**config.mk**
```make
export PLATFORM = sky130hd
export DESIGN_NAME = vwrite_unit
export DESIGN_NICKNAME = d
export VERILOG_FILES = /design/src/rtl/vwrite_pkg.sv /design/src/rtl/addr_gen.sv /design/src/rtl/mem_reader.sv /design/src/rtl/databus_burst.sv /design/src/rtl/vwrite_unit.sv
export SDC_FILE = /design/constraint.sdc
export NUM_CORES = 1
export LEC_CHECK = 0
export ABC_AREA = 1
export BUFFER_PORTS_ARGS = -buffer_cell sky130_fd_sc_hd__buf_2
export CAP_MARGIN = 20
export CORE_MARGIN = 1
export CORE_UTILIZATION = 39
export CTS_BUF_LIST = sky130_fd_sc_hd__clkbuf_16
export CTS_CLUSTER_SIZE = 14
export DETAILED_ROUTE_END_ITERATION = 8
export PLACE_DENSITY_LB_ADDON = 0.25
export SETUP_SLACK_MARGIN = 0.1
export SYNTH_ARGS = -nofsm -noshare
export SYNTH_HDL_FRONTEND = slang
export SYNTH_HIERARCHICAL = 1
export SYNTH_SLANG_ARGS = --single-unit
```
**constraint.sdc**
```tcl
create_clock -name clk -period 6.7 [get_ports clk]
set_input_delay 0 -clock clk [delete_from_list [all_inputs] [get_ports clk]]
set_output_delay 0 -clock clk [all_outputs]
set_load 0.02 [all_outputs]
```
**src/rtl/vwrite_pkg.sv**
```systemverilog
package vwrite_pkg;

   // data and external addressing
   typedef logic [31:0] word_t;
   typedef logic [31:0] ext_addr_t;
   // beats minus one
   typedef logic [7:0]  burst_len_t;

   // config widths, low ADDR_W bits of an address are used
   typedef logic [15:0] cfg_addr_t;
   typedef logic [15:0] period_t;
   typedef logic [7:0]  delay_t;

   typedef struct packed {
      cfg_addr_t start;
      cfg_addr_t incr;
      period_t   period;
      period_t   duty;
      cfg_addr_t iterations;
      cfg_addr_t shift;
      delay_t    delay;
   } agen_cfg_t;

   typedef struct packed {
      ext_addr_t  ext_addr;
      cfg_addr_t  amount_minus_one;
      burst_len_t length;
      logic       enabled;
   } xfer_cfg_t;

   typedef struct packed {
      logic       valid;
      ext_addr_t  addr;
      burst_len_t len;
      word_t      wdata;
   } databus_req_t;

   typedef enum logic [1:0] {AGEN_IDLE, AGEN_DELAY, AGEN_RUN, AGEN_DONE} agen_state_e;
   typedef enum logic [1:0] {BURST_IDLE, BURST_REQ, BURST_BEAT, BURST_DONE} burst_state_e;

endpackage

```
**src/rtl/addr_gen.sv**
```systemverilog
`timescale 1ns/10ps

module addr_gen #(
   parameter int ADDR_W  = 10,
   parameter bit COMPACT = 1'b0
) (
   input  logic                  clk,
   input  logic                  rst,
   input  logic                  run_i,
   input  vwrite_pkg::agen_cfg_t cfg_i,
   output logic                  valid_o,
   input  logic                  ready_i,
   output logic [ADDR_W-1:0]     addr_o,
   output logic                  done_o
);

   vwrite_pkg::agen_state_e state_q;
   vwrite_pkg::delay_t      delay_q;
   vwrite_pkg::period_t     slot_q;
   vwrite_pkg::cfg_addr_t   iter_q;
   vwrite_pkg::cfg_addr_t   row_addr_q;
   vwrite_pkg::cfg_addr_t   addr_q;
   logic                    advance;
   logic                    row_end;

   assign valid_o = (state_q == vwrite_pkg::AGEN_RUN) && (slot_q < cfg_i.duty);
   assign addr_o  = addr_q[ADDR_W-1:0];
   assign done_o  = (state_q == vwrite_pkg::AGEN_DONE);

   // slots past duty never wait for ready
   assign advance = (state_q == vwrite_pkg::AGEN_RUN) && (ready_i || !valid_o);

   // compact mode closes the period at its last valid slot,
   // so a consumer sees no gaps inside the pattern
   assign row_end = (slot_q == cfg_i.period - 16'd1) ||
                    (COMPACT && (slot_q == cfg_i.duty - 16'd1));

   always_ff @(posedge clk or posedge rst) begin
      if (rst) begin
         state_q    <= vwrite_pkg::AGEN_IDLE;
         delay_q    <= '0;
         slot_q     <= '0;
         iter_q     <= '0;
         row_addr_q <= '0;
         addr_q     <= '0;
      end else if (run_i) begin
         delay_q    <= cfg_i.delay;
         slot_q     <= '0;
         iter_q     <= '0;
         row_addr_q <= cfg_i.start;
         addr_q     <= cfg_i.start;
         if ((cfg_i.iterations == '0) || (cfg_i.period == '0)) begin
            state_q <= vwrite_pkg::AGEN_DONE;
         end else if (cfg_i.delay == '0) begin
            state_q <= vwrite_pkg::AGEN_RUN;
         end else begin
            state_q <= vwrite_pkg::AGEN_DELAY;
         end
      end else begin
         case (state_q)
            vwrite_pkg::AGEN_DELAY: begin
               delay_q <= delay_q - 8'd1;
               if (delay_q == 8'd1) begin
                  state_q <= vwrite_pkg::AGEN_RUN;
               end
            end
            vwrite_pkg::AGEN_RUN: begin
               if (advance) begin
                  if (row_end) begin
                     slot_q <= '0;
                     if (iter_q == cfg_i.iterations - 16'd1) begin
                        state_q <= vwrite_pkg::AGEN_DONE;
                     end else begin
                        // next row starts one shift past the previous row start
                        iter_q     <= iter_q + 16'd1;
                        row_addr_q <= row_addr_q + cfg_i.shift;
                        addr_q     <= row_addr_q + cfg_i.shift;
                     end
                  end else begin
                     slot_q <= slot_q + 16'd1;
                     addr_q <= addr_q + cfg_i.incr;
                  end
               end
            end
            default: begin
            end
         endcase
      end
   end

   // a stalled slot keeps its address until taken
   addr_hold_a: assert property (@(posedge clk) disable iff (rst)
      valid_o && !ready_i && !run_i |=> valid_o && $stable(addr_o));

endmodule

```
**src/rtl/mem_reader.sv**
```systemverilog
`timescale 1ns/10ps

module mem_reader #(
   parameter int ADDR_W = 10
) (
   input  logic              clk,
   input  logic              rst,
   input  logic              s_valid_i,
   output logic              s_ready_o,
   input  logic [ADDR_W-1:0] s_addr_i,
   output logic              m_valid_o,
   input  logic              m_ready_i,
   output vwrite_pkg::word_t m_data_o,
   output logic              mem_en_o,
   output logic [ADDR_W-1:0] mem_addr_o,
   input  vwrite_pkg::word_t mem_data_i
);

   vwrite_pkg::word_t entry_q [2];
   logic [1:0]        count_q;
   logic              wr_ptr_q;
   logic              rd_ptr_q;
   logic              inflight_q;
   logic [1:0]        occupancy;
   logic              out_fire;
   logic              accept;
   logic              push;
   logic              pop;

   // an empty buffer lets the returning word straight through
   assign m_valid_o = (count_q != 2'd0) || inflight_q;
   assign m_data_o  = (count_q != 2'd0) ? entry_q[rd_ptr_q] : mem_data_i;
   assign out_fire  = m_valid_o && m_ready_i;

   // held words plus the read on its way back
   assign occupancy = count_q + {1'b0, inflight_q};
   assign s_ready_o = (occupancy < 2'd2) || ((occupancy == 2'd2) && out_fire);
   assign accept    = s_valid_i && s_ready_o;

   assign mem_en_o   = accept;
   assign mem_addr_o = s_addr_i;

   assign push = inflight_q && !((count_q == 2'd0) && m_ready_i);
   assign pop  = (count_q != 2'd0) && m_ready_i;

   always_ff @(posedge clk or posedge rst) begin
      if (rst) begin
         count_q    <= 2'd0;
         wr_ptr_q   <= 1'b0;
         rd_ptr_q   <= 1'b0;
         inflight_q <= 1'b0;
      end else begin
         inflight_q <= accept;
         if (push) begin
            wr_ptr_q <= !wr_ptr_q;
         end
         if (pop) begin
            rd_ptr_q <= !rd_ptr_q;
         end
         count_q <= count_q + {1'b0, push} - {1'b0, pop};
      end
   end

   always_ff @(posedge clk) begin
      if (push) begin
         entry_q[wr_ptr_q] <= mem_data_i;
      end
   end

   no_overflow_a: assert property (@(posedge clk) disable iff (rst)
      push && !pop |-> count_q != 2'd2);

endmodule

```
**src/rtl/databus_burst.sv**
```systemverilog
`timescale 1ns/10ps

module databus_burst (
   input  logic                     clk,
   input  logic                     rst,
   input  logic                     run_i,
   input  vwrite_pkg::xfer_cfg_t    cfg_i,
   input  logic                     data_valid_i,
   input  vwrite_pkg::word_t        data_i,
   output logic                     data_ready_o,
   output vwrite_pkg::databus_req_t bus_o,
   input  logic                     bus_ready_i,
   input  logic                     bus_last_i,
   output logic                     done_o
);

   vwrite_pkg::burst_state_e state_q;
   vwrite_pkg::burst_len_t   len_max_q;
   vwrite_pkg::burst_len_t   len_q;
   vwrite_pkg::ext_addr_t    addr_q;
   logic [16:0]              remain_q;
   logic [16:0]              beats_max;
   logic [16:0]              beats_next;
   logic [16:0]              beats_cur;
   logic                     burst_end;

   // beats of the next burst, capped by the configured length
   assign beats_max  = {9'd0, len_max_q} + 17'd1;
   assign beats_next = (remain_q < beats_max) ? remain_q : beats_max;
   assign beats_cur  = {9'd0, len_q} + 17'd1;
   assign burst_end  = (state_q == vwrite_pkg::BURST_BEAT) && bus_ready_i && bus_last_i;

   always_comb begin
      bus_o.valid = (state_q == vwrite_pkg::BURST_BEAT);
      bus_o.addr  = addr_q;
      bus_o.len   = len_q;
      bus_o.wdata = data_i;
   end

   assign data_ready_o = (state_q == vwrite_pkg::BURST_BEAT) && bus_ready_i;
   assign done_o       = (state_q == vwrite_pkg::BURST_DONE);

   always_ff @(posedge clk or posedge rst) begin
      if (rst) begin
         state_q   <= vwrite_pkg::BURST_IDLE;
         len_max_q <= '0;
         len_q     <= '0;
         addr_q    <= '0;
         remain_q  <= '0;
      end else if (run_i) begin
         remain_q  <= {1'b0, cfg_i.amount_minus_one} + 17'd1;
         len_max_q <= cfg_i.length;
         addr_q    <= cfg_i.ext_addr;
         state_q   <= cfg_i.enabled ? vwrite_pkg::BURST_REQ : vwrite_pkg::BURST_DONE;
      end else begin
         case (state_q)
            vwrite_pkg::BURST_REQ: begin
               // open the burst only once the first word is there
               if (data_valid_i) begin
                  len_q   <= vwrite_pkg::burst_len_t'(beats_next - 17'd1);
                  state_q <= vwrite_pkg::BURST_BEAT;
               end
            end
            vwrite_pkg::BURST_BEAT: begin
               if (burst_end) begin
                  remain_q <= remain_q - beats_cur;
                  // four bytes per word
                  addr_q   <= addr_q + vwrite_pkg::ext_addr_t'({beats_cur, 2'b00});
                  if (remain_q == beats_cur) begin
                     state_q <= vwrite_pkg::BURST_DONE;
                  end else begin
                     state_q <= vwrite_pkg::BURST_REQ;
                  end
               end
            end
            default: begin
            end
         endcase
      end
   end

   valid_held_a: assert property (@(posedge clk) disable iff (rst)
      bus_o.valid && !(bus_ready_i && bus_last_i) && !run_i |=> bus_o.valid);

   // read side must keep the burst fed
   data_fed_a: assert property (@(posedge clk) disable iff (rst)
      bus_o.valid |-> data_valid_i);

endmodule

```
**src/rtl/vwrite_unit.sv**
```systemverilog
`timescale 1ns/10ps

module vwrite_unit #(
   parameter int ADDR_W = 10
) (
   input  logic                     clk,
   input  logic                     rst,
   input  logic                     run_i,
   input  logic                     running_i,
   input  logic                     ping_pong_i,
   input  vwrite_pkg::word_t        in_data_i,
   input  vwrite_pkg::agen_cfg_t    store_cfg_i,
   input  vwrite_pkg::agen_cfg_t    read_cfg_i,
   input  vwrite_pkg::xfer_cfg_t    xfer_cfg_i,
   output logic                     done_o,
   output vwrite_pkg::databus_req_t databus_o,
   input  logic                     databus_ready_i,
   input  logic                     databus_last_i,
   output logic                     mem_we_o,
   output logic [ADDR_W-1:0]        mem_waddr_o,
   output vwrite_pkg::word_t        mem_wdata_o,
   output logic                     mem_re_o,
   output logic [ADDR_W-1:0]        mem_raddr_o,
   input  vwrite_pkg::word_t        mem_rdata_i
);

   logic              pp_q;
   logic              store_done_q;
   logic              xfer_done_q;
   logic              store_valid;
   logic [ADDR_W-1:0] store_addr_raw;
   logic              store_done;
   logic              read_run;
   logic              read_valid;
   logic              read_ready;
   logic [ADDR_W-1:0] read_addr_raw;
   logic [ADDR_W-1:0] read_addr;
   logic              data_valid;
   logic              data_ready;
   vwrite_pkg::word_t data;
   logic              burst_done;

   // ping-pong bit flips per run, store takes it, read takes the other half
   always_ff @(posedge clk or posedge rst) begin
      if (rst) begin
         pp_q <= 1'b0;
      end else if (run_i) begin
         pp_q <= ping_pong_i ? !pp_q : 1'b0;
      end
   end

   always_ff @(posedge clk or posedge rst) begin
      if (rst) begin
         store_done_q <= 1'b1;
         xfer_done_q  <= 1'b1;
      end else if (run_i) begin
         store_done_q <= 1'b0;
         xfer_done_q  <= !xfer_cfg_i.enabled;
      end else begin
         if (running_i && store_done) begin
            store_done_q <= 1'b1;
         end
         if (burst_done) begin
            xfer_done_q <= 1'b1;
         end
      end
   end

   assign done_o = store_done_q && xfer_done_q;

   addr_gen #(.ADDR_W(ADDR_W), .COMPACT(1'b0)) store_gen (
      .clk    (clk),
      .rst    (rst),
      .run_i  (run_i),
      .cfg_i  (store_cfg_i),
      .valid_o(store_valid),
      .ready_i(1'b1),
      .addr_o (store_addr_raw),
      .done_o (store_done)
   );

   assign mem_we_o    = store_valid;
   assign mem_waddr_o = {ping_pong_i ? pp_q : store_addr_raw[ADDR_W-1],
                         store_addr_raw[ADDR_W-2:0]};
   assign mem_wdata_o = in_data_i;

   // no read traffic when the run has no transfer
   assign read_run = run_i && xfer_cfg_i.enabled;

   addr_gen #(.ADDR_W(ADDR_W), .COMPACT(1'b1)) read_gen (
      .clk    (clk),
      .rst    (rst),
      .run_i  (read_run),
      .cfg_i  (read_cfg_i),
      .valid_o(read_valid),
      .ready_i(read_ready),
      .addr_o (read_addr_raw),
      .done_o ()
   );

   assign read_addr = {ping_pong_i ? !pp_q : read_addr_raw[ADDR_W-1],
                       read_addr_raw[ADDR_W-2:0]};

   mem_reader #(.ADDR_W(ADDR_W)) reader (
      .clk       (clk),
      .rst       (rst),
      .s_valid_i (read_valid),
      .s_ready_o (read_ready),
      .s_addr_i  (read_addr),
      .m_valid_o (data_valid),
      .m_ready_i (data_ready),
      .m_data_o  (data),
      .mem_en_o  (mem_re_o),
      .mem_addr_o(mem_raddr_o),
      .mem_data_i(mem_rdata_i)
   );

   databus_burst burst (
      .clk         (clk),
      .rst         (rst),
      .run_i       (run_i),
      .cfg_i       (xfer_cfg_i),
      .data_valid_i(data_valid),
      .data_i      (data),
      .data_ready_o(data_ready),
      .bus_o       (databus_o),
      .bus_ready_i (databus_ready_i),
      .bus_last_i  (databus_last_i),
      .done_o      (burst_done)
   );

   // patterns must stay inside one half in ping-pong mode
   pp_store_half_a: assert property (@(posedge clk) disable iff (rst)
      ping_pong_i && store_valid |-> !store_addr_raw[ADDR_W-1]);
   pp_read_half_a: assert property (@(posedge clk) disable iff (rst)
      ping_pong_i && read_valid |-> !read_addr_raw[ADDR_W-1]);

endmodule

```
## After elaboration in Yosys (flattened, before gate mapping)

Memory sizes are Yosys's and may differ from the RTL's.
Index checks and enable logic that the tools add are counted.

| cells by class | value |
|---|---|
| $lt $le $gt $ge | 4 |
| add/subtract/negate cells | 24 |
| bitwise logic cells | 1 |
| reductions and logical operators | 58 |
| muxes and demuxes | 74 |
| equal/unequal tests | 30 |

Operators with widths:

| kind | number |
|---|---|
| $mux 16 | 32 |
| $mux 32 | 4 |
| $eq 16x16->1 | 5 |
| $sub 16x1->16 const B | 5 |
| $add 16x1->16 const B | 4 |
| $add 16x16->16 | 4 |
| $logic_not 16->1 | 4 |
| $mux 17 | 3 |
| $mux 8 | 5 |
| $mux 2 | 18 |
| $add 32x19->32 | 1 |
| $lt 16x16->1 | 2 |
| $reduce_bool 2->1 | 12 |
| $sub 8x1->8 const B | 3 |
| $add 8x1->9 const B | 2 |
| $add 16x1->17 const B | 1 |
| $eq 17x9->1 | 1 |
| $lt 17x9->1 | 1 |
| $sub 17x9->17 | 1 |
| $eq 8x1->1 const B | 2 |
| $logic_not 8->1 | 2 |
| $logic_and 1x1->1 | 14 |
| $eq 2x2->1 const B | 6 |
| $ne 3x2->1 const B | 4 |
| other kinds (19) | 55 |

| storage, ports and cells | value |
|---|---|
| memories | 1 |
| output and inout bits | 128 |
| word-level logic and storage cells | 216 |
| memory bits (writable) | 64 |
| bits of input ports | 336 |
| register bits after elaboration | 223 |

Memory list:

| name | words | width | read ports | clocked after memory_dff | write ports | RTL line | source |
|---|---|---|---|---|---|---|---|
| reader.entry_q | 2 | 32 | 1 | 0 | 1 | mem_reader.sv:19 | `vwrite_pkg::word_t entry_q [2];` |

## Logic depth before layout (Yosys ltp)

Gate-level depths: netlist of run 1.

| depth | value |
|---|---|
| depth after elaboration | 10 |
| depth in mapped cells | 23 |
| depth with buffers taken out | 22 |

## By module

Netlist of run 1, hierarchy kept.

By module, submodules not included:

| module | area an instance (µm²) | times used | seq. area each (µm²) | cells each |
|---|---|---|---|---|
| addr_gen at read_gen | 7508.5 | 1 | 1551.5 | 1222 |
| addr_gen at store_gen | 6606.3 | 1 | 1551.5 | 1049 |
| databus_burst | 5655.4 | 1 | 1676.6 | 822 |
| mem_reader | 3088.0 | 1 | 2047.0 | 287 |
| vwrite_unit | 410.4 | 1 | 77.6 | 58 |

## Least setup slack after synthesis of run 1

OpenSTA, ideal clock, no wires.

| path | value |
|---|---|
| path type | reg2reg |
| start point | register burst.len_q[2] |
| end point | register burst.addr_q[21] |
| path buffers | 0 |
| path slack | 3.830 ns |
| stages on the path, launching flop included | 17 |
| required time | 6.566 ns |
| setup time | 0.134 ns |
| arrival | 2.735 ns |
| clock period less this slack | 2.870 ns |
| cell sequence | dfrtp_1 inv_1 nor2_1 nand3_1 nand3b_1 xor2_1 inv_1 ha_1 nand2_1 o21ai_0 a21oi_1 nor2_1 nand2_1 nor2_1 nand3_1 nand3_1 o211ai_1 |

| on the way | value |
|---|---|
| longest elaborated chain between the ends | 5 |

Ends and longest elaborated chain:

| item | RTL line | source |
|---|---|---|
| start: declaration | databus_burst.sv:19 | `vwrite_pkg::burst_len_t len_q;` |
| start signal: assignment | databus_burst.sv:60 | `len_q <= vwrite_pkg::burst_len_t'(beats_next - 17'd1);` |
| $add 8x1->9 | databus_burst.sv:30 | `assign beats_cur = {9'd0, len_q} + 17'd1;` |
| $add 32x19->32 | databus_burst.sv:68 | `addr_q <= addr_q + vwrite_pkg::ext_addr_t'({beats_cur, 2'b00});` |
| $mux 32 | databus_burst.sv:65 | `if (burst_end) begin` |
| $mux 32 | databus_burst.sv:56 | `case (state_q)` |
| $mux 32 | databus_burst.sv:50 | `end else if (run_i) begin` |
| end signal: assignment | databus_burst.sv:53 | `addr_q <= cfg_i.ext_addr;` |
| end signal: assignment | databus_burst.sv:68 |  |
| end: declaration | databus_burst.sv:20 | `vwrite_pkg::ext_addr_t addr_q;` |

No other way between the ends. The select of a mux whose other input is x is not followed.
A chain may end at the register's enable or synchronous reset.

## Worst setup path after layout of run 1

| path | value |
|---|---|
| start point | register reader.count_q[1] |
| end point | register read_gen.row_addr_q[0] |

| on the way | value |
|---|---|
| longest elaborated chain between the ends | 9 |
| elaborated cells between the ends (all ways) | 12 |
| classes of those cells | add/sub: 1; order compare: 1; eq/ne: 1; reduce/logical: 9 |

Ends and longest elaborated chain:

| item | RTL line | source |
|---|---|---|
| start: declaration | mem_reader.sv:20 | `logic [1:0] count_q;` |
| start signal: assignment | mem_reader.sv:60 | `count_q <= count_q + {1'b0, push} - {1'b0, pop};` |
| $reduce_bool 2->1 | mem_reader.sv:31 | `assign m_valid_o = (count_q != 2'd0) \|\| inflight_q;` |
| $logic_or 1x1->1 | mem_reader.sv:31 |  |
| named net data_valid | vwrite_unit.sv:38 | `logic data_valid;` |
| $logic_and 1x1->1 | mem_reader.sv:33 | `assign out_fire = m_valid_o && m_ready_i;` |
| $logic_and 1x1->1 | mem_reader.sv:37 | `assign s_ready_o = (occupancy < 2'd2) \|\| ((occupancy == 2'd2) && out_fire);` |
| $logic_or 1x1->1 | mem_reader.sv:37 |  |
| named net read_ready | vwrite_unit.sv:35 | `logic read_ready;` |
| $logic_or 1x1->1 | addr_gen.sv:31 | `assign advance = (state_q == vwrite_pkg::AGEN_RUN) && (ready_i \|\| !valid_o);` |
| $logic_and 1x1->1 | addr_gen.sv:31 |  |
| $reduce_bool 2->1 (no line) | - |  |
| $reduce_and 4->1 (no line) | - |  |
| end signal: assignment | addr_gen.sv:50 | `row_addr_q <= cfg_i.start;` |
| end signal: assignment | addr_gen.sv:76 | `row_addr_q <= row_addr_q + cfg_i.shift;` |
| end: declaration | addr_gen.sv:21 | `vwrite_pkg::cfg_addr_t row_addr_q;` |

The timed path passes the listed nets, and every way through them passes these cells.

==> results of run 1 <==
==> final cells by class <==
type | instances | area share (%)
clock buffers | 36 | 3.24
well taps | 773 | 3.48
flip-flops and latches | 263 | 24.8
multi-input cells | 2593 | 49.6
clock inverters | 27 | 0.841
repair buffers | 524 | 12.2
diodes | 2 | 0.0180
inverters | 433 | 5.84
==> sequential cells by signal, indices dropped and copies added (netlist names), 2 cells and up <==
name	flops
burst/addr_q	32
burst/len_max_q	8
burst/len_q	8
burst/remain_q	17
burst/state_q	2
read_gen/addr_q	10
read_gen/delay_q	8
read_gen/iter_q	16
read_gen/row_addr_q	10
read_gen/slot_q	16
read_gen/state_q	2
reader/count_q	2
reader/entry_q	64
store_gen/addr_q	10
store_gen/delay_q	8
store_gen/iter_q	16
store_gen/row_addr_q	10
store_gen/slot_q	16
store_gen/state_q	2
==> per-stage QoR <==
step	cells	setup WS (ns)	total power (µW)	util, %
final	4651	2.57	8400	47.1
after global routing	4651	2.28	9110	47.1
after CTS	4649	2.60	8460	47.1
after detailed placement	4439	3.07	6430	42.7
after global placement	4439	3.12	6390	42.7
after floorplan	3436	3.83	5550	-
==> critical path: stages, from the launching register on <==
cell           delay [ns]
dfrtp_1              0.46
nor2_4               0.13
buf_4                0.52
nand2_2              0.12
nand2_1              0.12
nand2_1              0.08
inv_1                0.07
nand4_1              0.29
nand2_1              0.39
nand2_1              0.44
nand3_4              0.71
nand2_2              0.09
nand3_2              0.09
dlygate4sd3_1        0.55
==> path summary, 6_finish.rpt <==
check | to | cells past startpoint
worst min register to register | reader/rd_ptr_q$_DFFE_PP0P_ | 1
worst min-delay path | mem_wdata_o[12] | 0
worst max-delay path | read_gen/row_addr_q[0]$_DFFE_PP0P_ | 13
min in group asynchronous | pp_q$_DFFE_PP0P_ | 3
max in group asynchronous | burst/addr_q[18]$_DFFE_PP0P_ | 4
worst max register to register | read_gen/row_addr_q[0]$_DFFE_PP0P_ | 13
==> layer usage <==
| metal | vias to the layer above | track usage, % | part of all wire, % |
|---|---|---|---|
| li1 | 11900 | - | - |
| met1 | 10600 | 31.4 | 47 |
| met2 | 587 | 38.0 | 46 |
| met3 | 86 | 3.29 | 5.2 |
| met4 | 4 | 5.79 | 2.0 |
| met5 | - | 0 | 0.051 |
==> power by group <==
group	switching, µW	internal (µW)	total [µW]
Combinational	2630	1460	4090
Clock	769	1130	1900
Sequential	381	2030	2410
Total	3780	4620	8400
==> run_results.csv, run 1 <==
group,metric,value,unit
finish,regArea,0.00691,mm²
sta,setup_viol,0,
finish,layout_commonest_cell,"nand2_1",
floorplanning,std_cell_rows,89,
finish,nNetsFinal,4307,
worst_setup_path,r2r-start,"reader/count_q[1]$_DFF_PP0_",
placed_design,numPortBuffers,363,
sta,relSlewSlack,34.9,%
synthesis,synth_area,0.0233,mm²
global_route,track_usage,23.0,%
floorplanning,dieArea,0.0606,mm²
floorplanning,io_pins,464,
worst_setup_path,start_kind,"flop",
placed_design,gp_congestion,0.934,
cts,cts.repair.resized,0,
worst_hold_path,holdCritPathClass,"in2out",
finish,final.fill_count,6095,
global_route,grt_pass1_wl,113,mm
synthesis,synth_nets,3893,
worst_setup_path,critPathMaxFanout,67,
placed_design,place_area,0.0252,mm²
sta,fmax,0.242,GHz
worst_hold_path,hp-start,"in_data_i[12]",
worst_setup_path,crit_arrival,4.61,ns
cts,cts_inserted_buffers,35,
sta,finalSetupTns,0,ns
worst_setup_path,worstPathRequired,7.17,ns
floorplanning,core,0.0590,mm²
pwr,vdd_ir_drop_max,0.266,mV
route,drt-vias-per-instance,4.98,
cts,htreeDepth,2,
route,num_vias,23200,
route,antenna_left,0,
route,drt-initial-drc-count,1340,
route,drt-total-wl,70.8,mm
global_route,grt_max_degree,68,
route,wire_per_inst,15.2,µm
cts,postCtsSetupBuffers,0,
cts,worstSkewPairLatency,0.56,ns
worst_setup_path,r2r_slack,2.57,ns
flow_run,drv_cap,0,
sta,hold_ws,0.00000646,ns
sta,drv_slew,0,
floorplanning,die_h,246,µm
sta,hold_violations,0,
sta,finalClockSkew,0.0337,ns
finish,final_cell_mix,"nand2_1, inv_1, buf_2",
synthesis,yosysWarningCount,6,
cts,cts.clk_slew.worst_paths,0.06,ns
cts,hold_buffers,147,
synthesis,synth_area_per_cell,6.77,µm²
cts,cts_root_buffer,"clkbuf_16",
cts,clock-sinks,263,
floorplanning,initial_core_util,39.4,%
global_route,antenna_found_initial,4,
route,drc,0,
global_route,gr-total-overflow,0,
sta,min_period,4.13,ns
finish,design_area,0.0278,mm²
worst_setup_path,end_kind,"flop",
sta,worstMarginPinSlew,0.976,ns
global_route,grt_pass1_vias,21500,
worst_setup_path,startpoint,"reader/count_q[1]$_DFF_PP0_",
sta,grt_setup_unrepaired,"false",
finish,area.growth.synth_to_final,19.6,%
synthesis,synthCells,3436,
pwr,powerDensity,302,mW/mm²
cts,cts_tree,"yes",
pwr,p_leak,0.0139,µW
placed_design,hpwlAfterDp,53.3,mm
route,drt_pass1_iterations,5,
finish,drive_above_1_share,14.8,%
worst_setup_path,worst-setup-path-type,"reg2reg",
cts,cts_max_path_buffers,3,
floorplanning,chipWidth,246,µm
sta,layout_worst_path_cycle_share,61.7,%
finish,multiInputGateArea,0.0138,mm²
outcome,status,"complete, no violations",
(Power assumes the default switching activity.)
==> run 2, diff against run 1 <==
--- a/config.mk
+++ b/config.mk
@@ -5,7 +5,7 @@
 export SDC_FILE = /design/constraint.sdc
 export NUM_CORES = 1
 export LEC_CHECK = 0
-export ABC_AREA = 1
+export ABC_AREA = 0
 export BUFFER_PORTS_ARGS = -buffer_cell sky130_fd_sc_hd__buf_2
 export CAP_MARGIN = 20
 export CORE_MARGIN = 1
==> constraint.sdc (replaced) <==
create_clock -name clk -period 3.7 [get_ports clk]
set_input_delay 0 -clock clk [delete_from_list [all_inputs] [get_ports clk]]
set_output_delay 0 -clock clk [all_outputs]
set_load 0.02 [all_outputs]
==> run_results.csv, run 2 <==
group,metric,value,unit
finish,regArea,0.00691,mm²
worst_setup_path,critPathSlowestCell,"a2111oi_4",
sta,drv_slew,0,
route,drt-vias-per-instance,5.44,
flow_run,drv_cap,0,
route,num_vias,19000,
outcome,status,"complete, no violations",
worst_setup_path,end_kind,"flop",
finish,top_register,"reader/entry_q",
finish,area.growth.synth_to_final,22.9,%
sta,hold_ws,0.00000685,ns
cts,cts_tree,"yes",
worst_setup_path,worst-path-buf-inv,0,
worst_setup_path,worstPathRequired,4.16,ns
worst_setup_path,crit_path_max_incr_delay,0.47,ns
synthesis,synth_area,0.0208,mm²
pwr,p_leak,0.0111,µW
route,drt-total-wl,61.4,mm
floorplanning,core,0.0527,mm²
cts,htreeDepth,2,
finish,design_area,0.0256,mm²
global_route,gr-total-overflow,0,
worst_setup_path,cp_common_cell,"mux2i_1",
global_route,track_usage,22.0,%
cts,cts_inserted_buffers,34,
worst_setup_path,worst-setup-path-type,"reg2reg",
worst_hold_path,holdCritPathClass,"in2out",
cts,cts_max_path_buffers,3,
worst_setup_path,worstPathCellList,"ha_4 > nand3_2 > xor2_2 > ha_1 > a31oi_2 > o221ai_2 > a2111oi_4 > mux2i_1 > ha_2 > nor2b_4 > nor2b_1 > xor2_1 > mux2i_1 > o21ai_0",
finish,multiInputGateArea,0.0125,mm²
synthesis,synth_area_per_cell,8.94,µm²
cts,cts_root_buffer,"clkbuf_16",
floorplanning,io_pins,464,
pwr,powerDensity,496,mW/mm²
worst_setup_path,start_kind,"flop",
pwr,vdd_ir_drop_max,0.410,mV
global_route,antenna_found_initial,10,
placed_design,hpwlAfterDp,45.2,mm
sta,min_period,3.51,ns
finish,final.fill_count,5030,
sta,fmax,0.284,GHz
route,wire_per_inst,17.6,µm
finish,layout_commonest_cell,"buf_2",
synthesis,synthCells,2333,
finish,nNetsFinal,3227,
pwr,p_total,12700,µW
cts,worstSkewPairLatency,0.55,ns
route,antenna_left,0,
sta,hold_violations,0,
synthesis,synth_nets,2790,
worst_setup_path,crit_arrival,3.97,ns
sta,grt_setup_unrepaired,"true",
placed_design,numPortBuffers,363,
sta,finalClockSkew,0.0248,ns
finish,final_cell_mix,"buf_2, dfrtp_1, nand2_1",
placed_design,place_area,0.0229,mm²
cts,clock-sinks,263,
placed_design,gp_congestion,0.887,
worst_setup_path,path_delay_family,"compound AO/OA/AOI/OAI gates",
cts,cts.clk_slew.worst_paths,0.06,ns
worst_setup_path,critPathMaxFanout,6,
global_route,grt_pass1_vias,18800,
global_route,grt_pass1_wl,96.7,mm
floorplanning,chipWidth,233,µm
route,drc,0,
global_route,grt_max_degree,146,
floorplanning,dieArea,0.0544,mm²
sta,setup_viol,0,
finish,top_regs,"reader/entry_q (64), burst/addr_q (32), burst/remain_q (17)",
sta,worstMarginPinSlew,1.09,ns
sta,layout_worst_path_cycle_share,95.0,%
route,drt_pass1_iterations,5,
floorplanning,std_cell_rows,84,
floorplanning,initial_core_util,39.6,%
finish,largest_reg_flops,64,
route,drt-initial-drc-count,964,
finish,drive_above_1_share,21.3,%
sta,relSlewSlack,27.5,%
worst_setup_path,r2r_slack,0.19,ns
floorplanning,die_h,233,µm
synthesis,yosysWarningCount,6,
run 2: final cells by class:
cell class | count | area share [%]
antenna | 4 | 0.0391
inverter | 122 | 1.79
clock inverter | 27 | 0.938
clock buffer | 34 | 3.32
timing repair buffer | 570 | 14.8
sequential | 263 | 27.0
multi-input combinational | 1779 | 48.8
tap | 688 | 3.36
run 2: per-stage QoR:
| stage | cells | TNS [ns] | worst slack (ns) | util [%] |
|---|---|---|---|---|
| 6_report | 3487 | 0 | 0.185 | 48.6 |
| 5_1_grt | 3487 | -0.0645 | -0.0645 | 48.6 |
| 4_1_cts | 3477 | 0 | 0.136 | 48.4 |
| 3_5_place_dp | 3267 | 0 | 0.0588 | 43.5 |
| 3_3_place_gp | 3267 | 0 | 0.148 | 43.5 |
| 2_1_floorplan | 2333 | 0 | 0.118 | - |
run 2: layer usage:
layer	vias up	track usage, %	wire (µm)
li1	9253	-	-
met1	9051	28.3	27100
met2	518	36.7	28800
met3	125	4.36	3540
met4	12	7.70	1790
met5	-	0	74
run 2: path summary, 6_finish.rpt:
kind / from / endpoint / depth (start not counted)
worst max-delay path: burst/len_max_q[1]$_DFFE_PP0P_ / burst/len_q[4]$_DFFE_PP0P_ / 14
worst min-delay path: in_data_i[10] / mem_wdata_o[10] / 0
worst max register to register: burst/len_max_q[1]$_DFFE_PP0P_ / burst/len_q[4]$_DFFE_PP0P_ / 14
worst min register to register: store_gen/row_addr_q[3]$_DFFE_PP0P_ / store_gen/row_addr_q[3]$_DFFE_PP0P_ / 2
max in group asynchronous: rst / burst/addr_q[13]$_DFFE_PP0P_ / 4
min in group asynchronous: rst / store_gen/addr_q[5]$_DFFE_PP0P_ / 3
run 2: where the power goes:
group	total, µW	internal, µW	switching [µW]
clock	3280	1960	1330
sequential	4070	3510	559
combinational	5350	2260	3090
run 2: timing repair:
| item | CTS | global route |
|---|---|---|
| endpoints found under the setup margin | 2 | 4 |
| hold buffers | 149 | 0 |
| resized for setup | 2 | 11 |
| buffers inserted | 0 | 5 |
| endpoints found under the hold margin | 328 | 0 |
| pin swaps | 0 | 3 |
==> run 3, diff against run 2 <==
--- a/config.mk
+++ b/config.mk
@@ -5,7 +5,7 @@
 export SDC_FILE = /design/constraint.sdc
 export NUM_CORES = 1
 export LEC_CHECK = 0
-export ABC_AREA = 0
+export ABC_AREA = 1
 export BUFFER_PORTS_ARGS = -buffer_cell sky130_fd_sc_hd__buf_2
 export CAP_MARGIN = 20
 export CORE_MARGIN = 1
==> constraint.sdc (replaced) <==
create_clock -name clk -period 2.8 [get_ports clk]
set_input_delay 0 -clock clk [delete_from_list [all_inputs] [get_ports clk]]
set_output_delay 0 -clock clk [all_outputs]
set_load 0.02 [all_outputs]
==> run_results.csv, run 3 (same netlist as run 1, synthesis figures left out) <==
group,metric,value,unit
sta,min_period,2.80,ns
sta,worstMarginPinSlew,0.856,ns
floorplanning,dieArea,0.0606,mm²
outcome,violations,"negative setup slack",
route,drc,0,
pwr,power_frac_clock,20.1,%
sta,drv_slew,0,
sta,setup_viol,1,
global_route,grt_pass1_wl,118,mm
sta,grt_setup_unrepaired,"true",
finish,drive_above_1_share,19.0,%
sta,finalSetupTns,-0.00488,ns
global_route,track_usage,24.4,%
sta,hold_violations,0,
finish,top_register,"reader/entry_q",
route,drt-initial-drc-count,1652,
sta,hold_ws,0.00000754,ns
worst_hold_path,hp-start,"in_data_i[29]",
worst_setup_path,worst-path-buf-inv,3,
placed_design,gp_congestion,0.944,
placed_design,numPortBuffers,363,
route,drt_pass1_iterations,5,
floorplanning,die_h,246,µm
cts,cts_root_buffer,"clkbuf_16",
cts,clock-sinks,263,
route,drt-vias-per-instance,5.01,
cts,cts_tree,"yes",
worst_setup_path,startpoint,"burst/len_max_q[1]$_DFFE_PP0P_",
worst_setup_path,worstPathRequired,3.24,ns
floorplanning,chipWidth,246,µm
placed_design,dpl_worst_slack,-0.0837,ns
worst_setup_path,end_kind,"flop",
worst_setup_path,crit_arrival,3.24,ns
pwr,pwr-share-comb,52.6,%
pwr,vdd_ir_drop_max,0.691,mV
worst_hold_path,holdCritPathClass,"in2out",
worst_setup_path,path_delay_family,"simple AND/OR/NAND/NOR gates",
cts,cts_inserted_buffers,35,
worst_setup_path,cp_common_cell,"nand2_1",
pwr,p_leak,0.0144,µW
sta,fmax,0.357,GHz
pwr,seqPwrFrac,27.3,%
placed_design,hpwlAfterDp,57.8,mm
finish,layout_commonest_cell,"nand2_1",
floorplanning,core,0.0590,mm²
sta,finalClockSkew,0.0145,ns
floorplanning,std_cell_rows,89,
finish,largest_reg_flops,64,
pwr,power_switching,9610,µW
worst_setup_path,start_kind,"flop",
floorplanning,io_pins,464,
global_route,antenna_found_initial,7,
outcome,status,"finished with violations",
finish,final_cell_mix,"nand2_1, inv_1, buf_2",
finish,top_regs,"reader/entry_q (64), burst/addr_q (32), burst/remain_q (17)",
pwr,power.share.switching,45.5,%
floorplanning,initial_core_util,39.4,%
global_route,grt_max_degree,67,
flow_run,drv_cap,0,
pwr,p_int,11500,µW
pwr,powerDensity,725,mW/mm²
worst_setup_path,worst-setup-path-type,"reg2reg",
finish,nNetsFinal,4402,
sta,timing.final.ws_setup,-0.00488,ns
sta,relSlewSlack,42.9,%
worst_setup_path,crit_path_max_incr_delay,0.40,ns
finish,final.fill_count,5907,
pwr,p_total,21100,µW
worst_setup_path,r2r-start,"burst/len_max_q[1]$_DFFE_PP0P_",
worst_setup_path,worstPathCellList,"ha_1 > nand3_1 > nor2_2 > nand2_1 > xor2_1 > ha_1 > inv_1 > nor2_2 > nor2_1 > nand4_1 > a31oi_4 > buf_12 > buf_6 > nand3b_1 > nand2_4 > nand2_4 > o21bai_1 > nand2_1 > nand2_1 > nand2_1",
global_route,grt_pass1_vias,22100,
global_route,gr-total-overflow,0,
cts,cts_max_path_buffers,3,
finish,final_util,49.3,%
sta,layout_worst_path_cycle_share,100,%
route,antenna_left,0,
finish,area.growth.synth_to_final,25.2,%
route,drt-total-wl,75.8,mm
worst_setup_path,critPathSlowestCell,"dfrtp_1",
cts,worstSkewPairLatency,0.55,ns
route,num_vias,23800,
route,wire_per_inst,16.0,µm
cts,cts.clk_slew.worst_paths,0.06,ns
worst_setup_path,critPathMaxFanout,7,
cts,htreeDepth,2,
-- run 3: cell type report --
| type | count | area, µm² | area share, % |
|---|---|---|---|
| diodes | 3 | 7.51 | 0.0258 |
| multi-input cells | 2594 | 14400 | 49.3 |
| clock buffers | 35 | 876 | 3.01 |
| clock inverters | 29 | 199 | 0.683 |
| inverters | 433 | 1630 | 5.58 |
| well taps | 773 | 967 | 3.32 |
| flip-flops and latches | 263 | 6910 | 23.7 |
| repair buffers | 618 | 4180 | 14.3 |
-- run 3: worst paths after layout --
path / to / slack (ns) / depth (start not counted)
max in group asynchronous: burst/len_q[0]$_DFFE_PP0P_ / 1.77 / 4
worst max register to register: burst/len_q[5]$_DFFE_PP0P_ / -0.005 / 20
worst max-delay path: burst/len_q[5]$_DFFE_PP0P_ / -0.005 / 20
worst min register to register: store_done_q$_DFFE_PP1P_ / 0.47 / 2
min in group asynchronous: pp_q$_DFFE_PP0P_ / 0.03 / 3
worst min-delay path: mem_wdata_o[29] / 0.000008 / 0
-- run 3: per-layer routing --
layer | vias up | share of wire [%] | wire length (µm) | global-route usage [%]
met1 | 10900 | 45 | 34300 | 33.3
met2 | 721 | 46 | 34600 | 39.3
met5 | - | 0.071 | 54 | 0
met3 | 132 | 6.4 | 4860 | 3.92
li1 | 12100 | - | - | -
met4 | 8 | 2.6 | 1980 | 7.14
-- run 3: through the flow --
step	cells	cell area (µm²)
2_1_floorplan	3436	23300
3_3_place_gp	4514	25900
3_5_place_dp	4514	25900
4_1_cts	4730	28600
5_1_grt	4746	29100
6_report	4748	29100
-- run 3: power by group through the flow --
stage	Combinational [µW]	Sequential (µW)	Clock, µW
6_report	11100	5770	4250
5_1_grt	12400	5880	4530
4_1_cts	10400	5710	4390
3_5_place_dp	10100	5750	0
3_3_place_gp	10000	5750	0
2_1_floorplan	7540	5750	0
-- run 3: timing repair --
action / in CTS / in global routing
hold endpoints to repair: 313 / 0
hold buffers: 145 / 0
endpoints found under the setup margin: 26 / 107
gates cloned: 0 / 1
resized for setup: 42 / 78
setup buffers: 7 / 14
pin swaps: 24 / 38
